## config.mk

```make
export PLATFORM = sky130hd
export DESIGN_NAME = coproc_top
export DESIGN_NICKNAME = d
export VERILOG_FILES = /design/src/design/coproc_pkg.sv /design/src/design/exec_if.sv /design/src/design/issue_if.sv /design/src/design/bitfunc_unit.sv /design/src/design/coproc_top.sv /design/src/design/instr_decoder.sv /design/src/design/issue_queue.sv /design/src/design/result_stage.sv
export SDC_FILE = /design/constraint.sdc
export NUM_CORES = 1
export LEC_CHECK = 0
export BUFFER_PORTS_ARGS = -buffer_cell sky130_fd_sc_hd__buf_2
export CORE_UTILIZATION = 26
export DETAILED_ROUTE_END_ITERATION = 10
export HOLD_SLACK_MARGIN = 0.15
export REMOVE_ABC_BUFFERS = 1
export SYNTH_ARGS = -nofsm -noshare
export SYNTH_HDL_FRONTEND = slang
export SYNTH_HIERARCHICAL = 1
export SYNTH_SLANG_ARGS = --single-unit
```

## constraint.sdc

```tcl
create_clock -name clk_i -period 36.8 [get_ports clk_i]
set_input_delay 1.84 -clock clk_i [delete_from_list [all_inputs] [get_ports clk_i]]
set_output_delay 1.84 -clock clk_i [all_outputs]
set_load 0.01 [all_outputs]
```

## src/design/coproc_pkg.sv

```systemverilog
// Widths, opcodes and the queue entry type shared by all coprocessor RTL, compiled first
package coproc_pkg;

  localparam int unsigned XLEN           = 64;
  localparam int unsigned ILEN           = 32;
  localparam int unsigned ID_WIDTH       = 4;
  localparam int unsigned REG_ADDR_WIDTH = 5;

  // Major opcodes of the custom instructions
  localparam logic [6:0] OPCODE_POPCNT  = 7'b1011011;
  localparam logic [6:0] OPCODE_LEADONE = 7'b1111011;
  localparam logic [6:0] OPCODE_LANEMAX = 7'b0001011;

  typedef enum logic [1:0] {
    OP_POPCNT  = 2'b00,
    OP_LEADONE = 2'b01,
    OP_LANEMAX = 2'b10
  } op_kind_e;

  // Encoded as rs2[1:0], 2'b11 is not a legal lane width
  typedef enum logic [1:0] {
    LANE_BYTE = 2'b00,
    LANE_HALF = 2'b01,
    LANE_WORD = 2'b10
  } lane_width_e;

  typedef struct packed {
    logic [ID_WIDTH-1:0]       id;
    logic [REG_ADDR_WIDTH-1:0] rd;
    op_kind_e                  op_kind;
    lane_width_e               lane_width;
    logic [XLEN-1:0]           rs1;
  } queue_entry_t;

endpackage

```

## src/design/exec_if.sv

```systemverilog
// Valid/ready channel that offers the committed head of the issue queue for execution
`timescale 1ns/1ns

interface exec_if;
  import coproc_pkg::*;

  logic         valid;
  logic         ready;
  queue_entry_t entry;

  modport queue (
    output valid,
    output entry,
    input  ready
  );

  modport consumer (
    input  valid,
    input  entry,
    output ready
  );

endinterface

```

## src/design/issue_if.sv

```systemverilog
// Valid/ready channel that hands an accepted, decoded instruction to the issue queue
`timescale 1ns/1ns

interface issue_if;
  import coproc_pkg::*;

  logic         valid;
  logic         ready;
  queue_entry_t entry;

  modport decoder (
    output valid,
    output entry,
    input  ready
  );

  modport queue (
    input  valid,
    input  entry,
    output ready
  );

endinterface

```

## src/design/bitfunc_unit.sv

```systemverilog
// Combinational population count, leading-one index and lane maximum of one operand
`timescale 1ns/1ns

module bitfunc_unit (
  input  coproc_pkg::op_kind_e          op_kind_i,
  input  coproc_pkg::lane_width_e       lane_width_i,
  input  logic [coproc_pkg::XLEN-1:0]   operand_i,
  output logic [coproc_pkg::XLEN-1:0]   result_o
);
  import coproc_pkg::*;

  localparam int unsigned Levels = $clog2(XLEN);

  // Level l holds XLEN >> l partial counts
  logic [Levels:0]   pop_sum [Levels+1][XLEN];
  logic [Levels-1:0] lead_idx;
  logic [XLEN-1:0]   lane_max [3];

  for (genvar i = 0; i < XLEN; i++) begin : g_pop_leaf
    assign pop_sum[0][i] = {{Levels{1'b0}}, operand_i[i]};
  end

  for (genvar l = 1; l <= Levels; l++) begin : g_pop_level
    for (genvar i = 0; i < (XLEN >> l); i++) begin : g_pop_node
      assign pop_sum[l][i] = pop_sum[l-1][2*i] + pop_sum[l-1][2*i+1];
    end
  end

  // Highest set bit wins, zero operand leaves the index at 0
  always_comb begin
    lead_idx = '0;
    for (int i = 0; i < XLEN; i++) begin
      if (operand_i[i]) begin
        lead_idx = Levels'(i);
      end
    end
  end

  // One max tree per lane width, bytes first
  for (genvar k = 0; k < 3; k++) begin : g_lane
    localparam int unsigned LaneW    = 8 << k;
    localparam int unsigned NumLanes = XLEN / LaneW;

    logic [LaneW-1:0] best;

    always_comb begin
      best = '0;
      for (int i = 0; i < NumLanes; i++) begin
        if (operand_i[i*LaneW +: LaneW] > best) begin
          best = operand_i[i*LaneW +: LaneW];
        end
      end
    end

    assign lane_max[k] = {{(XLEN-LaneW){1'b0}}, best};
  end

  always_comb begin
    result_o = '0;
    case (op_kind_i)
      OP_POPCNT:  result_o = {{(XLEN-Levels-1){1'b0}}, pop_sum[Levels][0]};
      OP_LEADONE: result_o = {{(XLEN-Levels){1'b0}}, lead_idx};
      OP_LANEMAX: begin
        case (lane_width_i)
          LANE_BYTE: result_o = lane_max[0];
          LANE_HALF: result_o = lane_max[1];
          LANE_WORD: result_o = lane_max[2];
          default:   result_o = '0;
        endcase
      end
      default: result_o = '0;
    endcase
  end

endmodule

```

## src/design/coproc_top.sv

```systemverilog
// Coprocessor top level with plain issue, commit and result ports for the host core
`timescale 1ns/1ns

module coproc_top #(
  parameter int unsigned QueueDepth = 4
) (
  input  logic                                  clk_i,
  input  logic                                  rst_ni,
  input  logic                                  issue_valid_i,
  input  logic [coproc_pkg::ILEN-1:0]           issue_instr_i,
  input  logic [coproc_pkg::XLEN-1:0]           issue_rs1_i,
  input  logic [coproc_pkg::XLEN-1:0]           issue_rs2_i,
  input  logic [coproc_pkg::ID_WIDTH-1:0]       issue_id_i,
  output logic                                  issue_ready_o,
  output logic                                  issue_accept_o,
  output logic                                  issue_writeback_o,
  input  logic                                  commit_valid_i,
  input  logic                                  commit_kill_i,
  output logic                                  result_valid_o,
  input  logic                                  result_ready_i,
  output logic [coproc_pkg::ID_WIDTH-1:0]       result_id_o,
  output logic [coproc_pkg::REG_ADDR_WIDTH-1:0] result_rd_o,
  output logic [coproc_pkg::XLEN-1:0]           result_data_o,
  output logic                                  result_we_o
);

  issue_if u_issue_if ();
  exec_if  u_exec_if ();

  instr_decoder u_decoder (
    .issue_valid_i     (issue_valid_i),
    .issue_instr_i     (issue_instr_i),
    .issue_rs1_i       (issue_rs1_i),
    .issue_rs2_i       (issue_rs2_i),
    .issue_id_i        (issue_id_i),
    .issue_accept_o    (issue_accept_o),
    .issue_writeback_o (issue_writeback_o),
    .issue_ready_o     (issue_ready_o),
    .issue_o           (u_issue_if.decoder)
  );

  issue_queue #(
    .QueueDepth (QueueDepth)
  ) u_queue (
    .clk_i          (clk_i),
    .rst_ni         (rst_ni),
    .commit_valid_i (commit_valid_i),
    .commit_kill_i  (commit_kill_i),
    .issue_i        (u_issue_if.queue),
    .exec_o         (u_exec_if.queue)
  );

  result_stage u_result (
    .clk_i          (clk_i),
    .rst_ni         (rst_ni),
    .result_ready_i (result_ready_i),
    .exec_i         (u_exec_if.consumer),
    .result_valid_o (result_valid_o),
    .result_id_o    (result_id_o),
    .result_rd_o    (result_rd_o),
    .result_data_o  (result_data_o),
    .result_we_o    (result_we_o)
  );

endmodule

```

## src/design/instr_decoder.sv

```systemverilog
// Issue decoder that accepts the three custom opcodes and builds the entry for the issue queue
`timescale 1ns/1ns

module instr_decoder (
  input  logic                            issue_valid_i,
  input  logic [coproc_pkg::ILEN-1:0]     issue_instr_i,
  input  logic [coproc_pkg::XLEN-1:0]     issue_rs1_i,
  input  logic [coproc_pkg::XLEN-1:0]     issue_rs2_i,
  input  logic [coproc_pkg::ID_WIDTH-1:0] issue_id_i,
  output logic                            issue_accept_o,
  output logic                            issue_writeback_o,
  output logic                            issue_ready_o,
  issue_if.decoder                        issue_o
);
  import coproc_pkg::*;

  logic        opcode_ok;
  logic        lane_ok;
  op_kind_e    op_kind;
  lane_width_e lane_width;

  always_comb begin
    opcode_ok  = 1'b1;
    op_kind    = OP_POPCNT;
    lane_width = LANE_BYTE;
    lane_ok    = 1'b1;
    case (issue_instr_i[6:0])
      OPCODE_POPCNT:  op_kind = OP_POPCNT;
      OPCODE_LEADONE: op_kind = OP_LEADONE;
      OPCODE_LANEMAX: begin
        op_kind    = OP_LANEMAX;
        lane_width = lane_width_e'(issue_rs2_i[1:0]);
        lane_ok    = issue_rs2_i[1:0] != 2'b11;
      end
      default: opcode_ok = 1'b0;
    endcase
  end

  assign issue_accept_o    = issue_valid_i && opcode_ok && lane_ok;
  assign issue_writeback_o = issue_accept_o;
  assign issue_ready_o     = issue_o.ready;

  // Rejected instructions never reach the queue
  assign issue_o.valid            = issue_accept_o;
  assign issue_o.entry.id         = issue_id_i;
  assign issue_o.entry.rd         = issue_instr_i[11:7];
  assign issue_o.entry.op_kind    = op_kind;
  assign issue_o.entry.lane_width = lane_width;
  assign issue_o.entry.rs1        = issue_rs1_i;

endmodule

```

## src/design/issue_queue.sv

```systemverilog
// In-order instruction queue, holds accepted entries until commit or kill releases the head
`timescale 1ns/1ns

module issue_queue #(
  parameter int unsigned QueueDepth = 4
) (
  input  logic    clk_i,
  input  logic    rst_ni,
  input  logic    commit_valid_i,
  input  logic    commit_kill_i,
  issue_if.queue  issue_i,
  exec_if.queue   exec_o
);
  import coproc_pkg::*;

  localparam int unsigned IdxW = $clog2(QueueDepth);

  // Pointers carry one extra wrap bit so full and empty differ
  logic [IdxW:0]   wr_ptr_q;
  logic [IdxW:0]   rd_ptr_q;
  logic [IdxW:0]   cm_ptr_q;
  logic [IdxW:0]   fill;
  logic [IdxW:0]   pending;
  logic [IdxW-1:0] wr_idx;
  logic [IdxW-1:0] rd_idx;
  logic [IdxW-1:0] cm_idx;

  queue_entry_t          mem_q [QueueDepth];
  logic [QueueDepth-1:0] committed_q;
  logic [QueueDepth-1:0] killed_q;

  logic push;
  logic pop;
  logic head_committed;
  logic drop_head;

  assign fill    = wr_ptr_q - rd_ptr_q;
  assign pending = wr_ptr_q - cm_ptr_q;
  assign wr_idx  = wr_ptr_q[IdxW-1:0];
  assign rd_idx  = rd_ptr_q[IdxW-1:0];
  assign cm_idx  = cm_ptr_q[IdxW-1:0];

  assign issue_i.ready = fill < QueueDepth;
  assign push          = issue_i.valid && issue_i.ready;

  assign head_committed = (fill != '0) && committed_q[rd_idx];
  assign exec_o.valid   = head_committed && !killed_q[rd_idx];
  assign exec_o.entry   = mem_q[rd_idx];

  // Killed head leaves without ever being offered
  assign drop_head = head_committed && killed_q[rd_idx];
  assign pop       = drop_head || (exec_o.valid && exec_o.ready);

  always_ff @(posedge clk_i) begin
    if (push) begin
      mem_q[wr_idx] <= issue_i.entry;
    end
  end

  always_ff @(posedge clk_i or negedge rst_ni) begin
    if (!rst_ni) begin
      wr_ptr_q    <= '0;
      rd_ptr_q    <= '0;
      cm_ptr_q    <= '0;
      committed_q <= '0;
      killed_q    <= '0;
    end else begin
      if (push) begin
        wr_ptr_q            <= wr_ptr_q + 1'b1;
        committed_q[wr_idx] <= 1'b0;
        killed_q[wr_idx]    <= 1'b0;
      end
      // Commit after push so a same-cycle commit of the new entry sticks
      if (commit_valid_i) begin
        cm_ptr_q            <= cm_ptr_q + 1'b1;
        committed_q[cm_idx] <= 1'b1;
        killed_q[cm_idx]    <= commit_kill_i;
      end
      if (pop) begin
        rd_ptr_q <= rd_ptr_q + 1'b1;
      end
    end
  end

  a_no_overflow: assert property (@(posedge clk_i) disable iff (!rst_ni)
    fill <= QueueDepth)
    else $error("issue queue written while full");

  a_commit_has_target: assert property (@(posedge clk_i) disable iff (!rst_ni)
    commit_valid_i |-> (pending != '0) || push)
    else $error("commit without an uncommitted instruction");

endmodule

```

## src/design/result_stage.sv

```systemverilog
// Executes the committed head and holds its result in an output register under back-pressure
`timescale 1ns/1ns

module result_stage (
  input  logic                                  clk_i,
  input  logic                                  rst_ni,
  input  logic                                  result_ready_i,
  exec_if.consumer                              exec_i,
  output logic                                  result_valid_o,
  output logic [coproc_pkg::ID_WIDTH-1:0]       result_id_o,
  output logic [coproc_pkg::REG_ADDR_WIDTH-1:0] result_rd_o,
  output logic [coproc_pkg::XLEN-1:0]           result_data_o,
  output logic                                  result_we_o
);
  import coproc_pkg::*;

  logic [XLEN-1:0] func_result;
  logic            load;

  bitfunc_unit u_bitfunc (
    .op_kind_i    (exec_i.entry.op_kind),
    .lane_width_i (exec_i.entry.lane_width),
    .operand_i    (exec_i.entry.rs1),
    .result_o     (func_result)
  );

  // Take a new head when empty or when the current result drains this cycle
  assign exec_i.ready = !result_valid_o || result_ready_i;
  assign load         = exec_i.valid && exec_i.ready;

  always_ff @(posedge clk_i or negedge rst_ni) begin
    if (!rst_ni) begin
      result_valid_o <= 1'b0;
    end else if (exec_i.ready) begin
      result_valid_o <= exec_i.valid;
    end
  end

  always_ff @(posedge clk_i) begin
    if (load) begin
      result_id_o   <= exec_i.entry.id;
      result_rd_o   <= exec_i.entry.rd;
      result_data_o <= func_result;
    end
  end

  assign result_we_o = result_valid_o;

  a_result_stable: assert property (@(posedge clk_i) disable iff (!rst_ni)
    result_valid_o && !result_ready_i |=>
      result_valid_o && $stable(result_id_o) && $stable(result_rd_o)
      && $stable(result_data_o))
    else $error("result changed while stalled");

endmodule

```

==> metrics.md <==
| Metric | Value |
|---|---|
| Reg2reg end | `u_result/result_data_o[3]` |
| Max_cap viols | `0` |
| Wire per inst | `around 22 um` |
| Grt total ovfl | `0` |
| Final period util | `a little under half` |
| Xor/xnor share of the synthesized area | `less than 1%` |
| Vias in the first global route | `approximately 15k` |
| Startpoint types | `flop` |
| Core footprint | `0.0886 mm^2` |
| Ports | `~250` |
| Post-Route Utilization | `between 20 and 30%` |
| Remaining DRCs | `24` |
| Main combinational cell family by area after synthesis | `adder cells` |
| Die ar. | `approximately 0.091 mm^2` |
| Worst slew margin | `between 20 and 25%` |
| CP endpoint | `u_result/result_data_o[3]` |
| Initial antenna violation count | `15` |
| CP max FO | `35` |
| GRT Util Overall | `14.5%` |
| First-pass GRT wire length | `between 90000 and 100000 um` |
| Final setup viols | `0` |
| Post-cts resize count | `0` |
| Slowest-stage cell, CP | `o21ai_0` |
| Fmax | `between 50 and 60 MHz` |
| Reg2reg start | `u_queue/rd_ptr_q[0]` |
| Post-DP HPWL | `between 40000 and 50000 um` |
| Post-CTS Hold Buffers | `0` |
| Initial Util | `between 20% and 30%` |
| Number of clock sinks | `about 400` |
| Synth Area in Simple Gates | `between 7 and 8%` |
| Tmin final | `17.22 ns` |
| Routed wire length | `66600 um` |
| Most used DFF post-synth | `edfxtp_1` |
| Asr flop ratio synth | `4.27%` |
| Share of cells above drive strength 1 | `20.5%` |
| Syn Area/Cell | `between 10 and 15 um^2` |
| Finished Layout Cells | `around 3.1k` |
| Compound-Gate Fraction of Synth Area | `between 9 and 10%` |
| Sequential fraction of the synthesis area | `between 50% and 60%` |
| Die Width | `roughly 300 um` |
| Clk_skew | `0.0181 ns` |
| Most common cell on crit path | `a21oi_1` |
| Reg2Reg Setup Slack | `between 15 and 20 ns` |
| Worst Setup End Kind | `flop` |
| Synth Cell Area | `between 0.02 and 0.025 mm^2` |
| CTS tree | `done` |
| Cell count after synthesis | `~1.8k` |
| Cell Rows | `~110` |
| Pre-CTS setup slack | `19.89 ns` |
| Failing checks | `design-rule violations` |
| Vias per cell | `about 4.8` |
| Setup TNS after final layout | `0 ns` |
| Post-synth EDFFs | `between 300 and 400` |
| Htree depth | `2` |
| Post-CTS setup buffers | `0` |
| Max-slew violations | `0` |
| Synth warn | `6` |
| Crit path kind | `flop to flop` |
| Synthesized-area fraction occupied by adder cells | `roughly 14%` |
| R2R depth | `68` |
| Min-Delay Path Class | `flop to flop` |
| Final Hold Viols | `0` |
| Number of DRC markers in iteration 0 | `between 900 and 1k` |
| Clock Latency Late Sink | `0.58 ns` |
| Seq cells post-synth | `398` |
| Slowest cell delay on critical path | `0.81 ns` |
| Pre-Repair DR Iteration Count | `10` |
| Max Root-Sink Buffers | `3` |
| PnR worst setup slack | `19.58 ns` |
| RSZ-0062 raised after global routing | `false` |
| Routability congestion estimate | `between 0.9 and 1` |
| Arr. time, crit path | `17.51 ns` |
| PortBufs | `about 170` |
| Clock root buffer | `clkbuf_16` |
| CTS buffer count | `46` |
| Fillers | `between 8k and 9k` |
| Post-route ant nets | `0` |
| CP startpoint | `u_queue/rd_ptr_q[0]` |
| Worst path required time | `37.09 ns` |
| Post-synthesis mux area share | `approximately a tenth` |
| Status | `complete, but fails checks` |
| Clock Pin Slew Worst Setup and Hold Paths | `0.06 ns` |
| Die Y | `301 um` |
| # nets final | `about 2.3k` |
| Synth unique cells | `92` |
| Worst-Margin Slew | `~1.1 ns` |
| Total number of vias | `around 15k` |
| Pin count of the biggest net entering global routing | `60` |
| Area delta synth->final | `12.7%` |
| Cells after DPL | `2995` |
## cell families after synthesis
family	count (synthesis)
AO/OA/AOI/OAI	336
multiplexers	128
adder cells (fa/ha/maj)	230
other	1
buffers and inverters	342
flip-flops	398
XOR/XNOR	17
AND/OR/NAND/NOR	336
## registers in the layout (all words and copies together) (netlist names)
| signal | flops |
|---|---|
| u_result/result_id_o | 4 |
| u_result/result_data_o | 64 |
| u_queue/cm_ptr_q | 2 |
| u_queue/committed_q | 4 |
| u_queue/killed_q | 4 |
| u_queue/mem_q | 308 |
| u_queue/wr_ptr_q | 3 |
| u_result/result_valid_o | 1 |
| u_result/result_rd_o | 5 |
| u_queue/rd_ptr_q | 3 |
## worst max-delay path: cells and delay by family (launching register included)
| kind | cells | cell delay (ns) |
|---|---|---|
| mux | 2 | 1.29 |
| compound gates | 32 | 7.30 |
| fa+ha+maj | 7 | 2.22 |
| simple gates | 24 | 4.72 |
| flops | 1 | 0.54 |
| buf+inv | 3 | 0.76 |
## cell type report
type                    instances  area (um^2)  area share (%)
diodes                          2         5.00          0.0191
clock buffers                  58         1230            4.67
multi-input cells            1079         9860            37.5
clock inverters                25          259           0.986
flip-flops and latches        398        11900            45.2
repair buffers                178          923            3.52
inverters                     175          662            2.52
well taps                    1165         1460            5.55
## layer usage
metal / part of all wire (%) / up-vias / GRT usage, %
li1: - / 6710 / -
met1: 42 / 7451 / 18.5
met2: 48 / 460 / 24.2
met3: 6.7 / 137 / 3.20
met4: 3.0 / 26 / 4.80
met5: 0.24 / - / 0
## synthesized netlist by cell type, drive strengths merged (8+ instances only)
library cell,instances,area [um^2]
a211oi,12,100
a21boi,13,101
a21o,35,267
a21oi,103,523
a31oi,12,75.1
and2,8,55.1
and3,8,56.3
buf,126,921
clkbuf,41,154
dfrtp,17,425
edfxtp,381,11400
fa,54,1080
ha,175,2190
inv,175,657
mux2,28,315
mux2i,21,210
mux4,79,1780
nand2,61,231
nand2b,14,95.1
nand3,35,180
nand4,27,169
nor2,123,464
nor2b,21,131
nor3,14,70.1
nor4,11,68.8
o21a,29,218
o21ai,49,245
o221ai,8,82.6
o31ai,11,96.3
xnor2,14,123
## worst min path at each step
stage                             start                   to  slack [ns]  depth (start not counted)
global route        u_queue/rd_ptr_q[2]  u_queue/rd_ptr_q[2]        0.50                          1
finish              u_queue/rd_ptr_q[2]  u_queue/rd_ptr_q[2]        0.49                          1
floorplan           u_queue/rd_ptr_q[2]  u_queue/rd_ptr_q[2]        0.45                          1
global placement    u_queue/rd_ptr_q[2]  u_queue/rd_ptr_q[2]        0.47                          1
CTS                 u_queue/rd_ptr_q[2]  u_queue/rd_ptr_q[2]        0.49                          1
detailed placement  u_queue/rd_ptr_q[2]  u_queue/rd_ptr_q[2]        0.47                          1
## stage by stage
stage / instance area, um^2 / hold slack [ns]
finish: 26300 / 0.491
global route: 26300 / 0.500
CTS: 26300 / 0.489
detailed placement: 24800 / 0.470
global placement: 24800 / 0.468
floorplan: 22400 / 0.447
## cells in the final DEF (no fill, tap or decap), types with 12 or more instances in the layout
master / instances
a21oi_1: 100
a31oi_1: 12
o21ai_0: 47
buf_2: 165
nand2_1: 60
nand4_1: 27
mux4_2: 79
fa_1: 54
conb_1: 32
nand2b_1: 13
edfxtp_1: 381
nor3_1: 14
nand3_1: 34
nor2b_1: 21
nor2_1: 122
a21o_1: 32
mux2i_1: 21
o21a_1: 29
clkbuf_16: 47
mux2_2: 25
inv_1: 171
buf_4: 13
dfrtp_1: 15
xnor2_1: 14
ha_1: 175
Power is left out: the tool's default activity adds up to more than one toggle a clock period on the data nets, which glitch-free logic cannot reach.
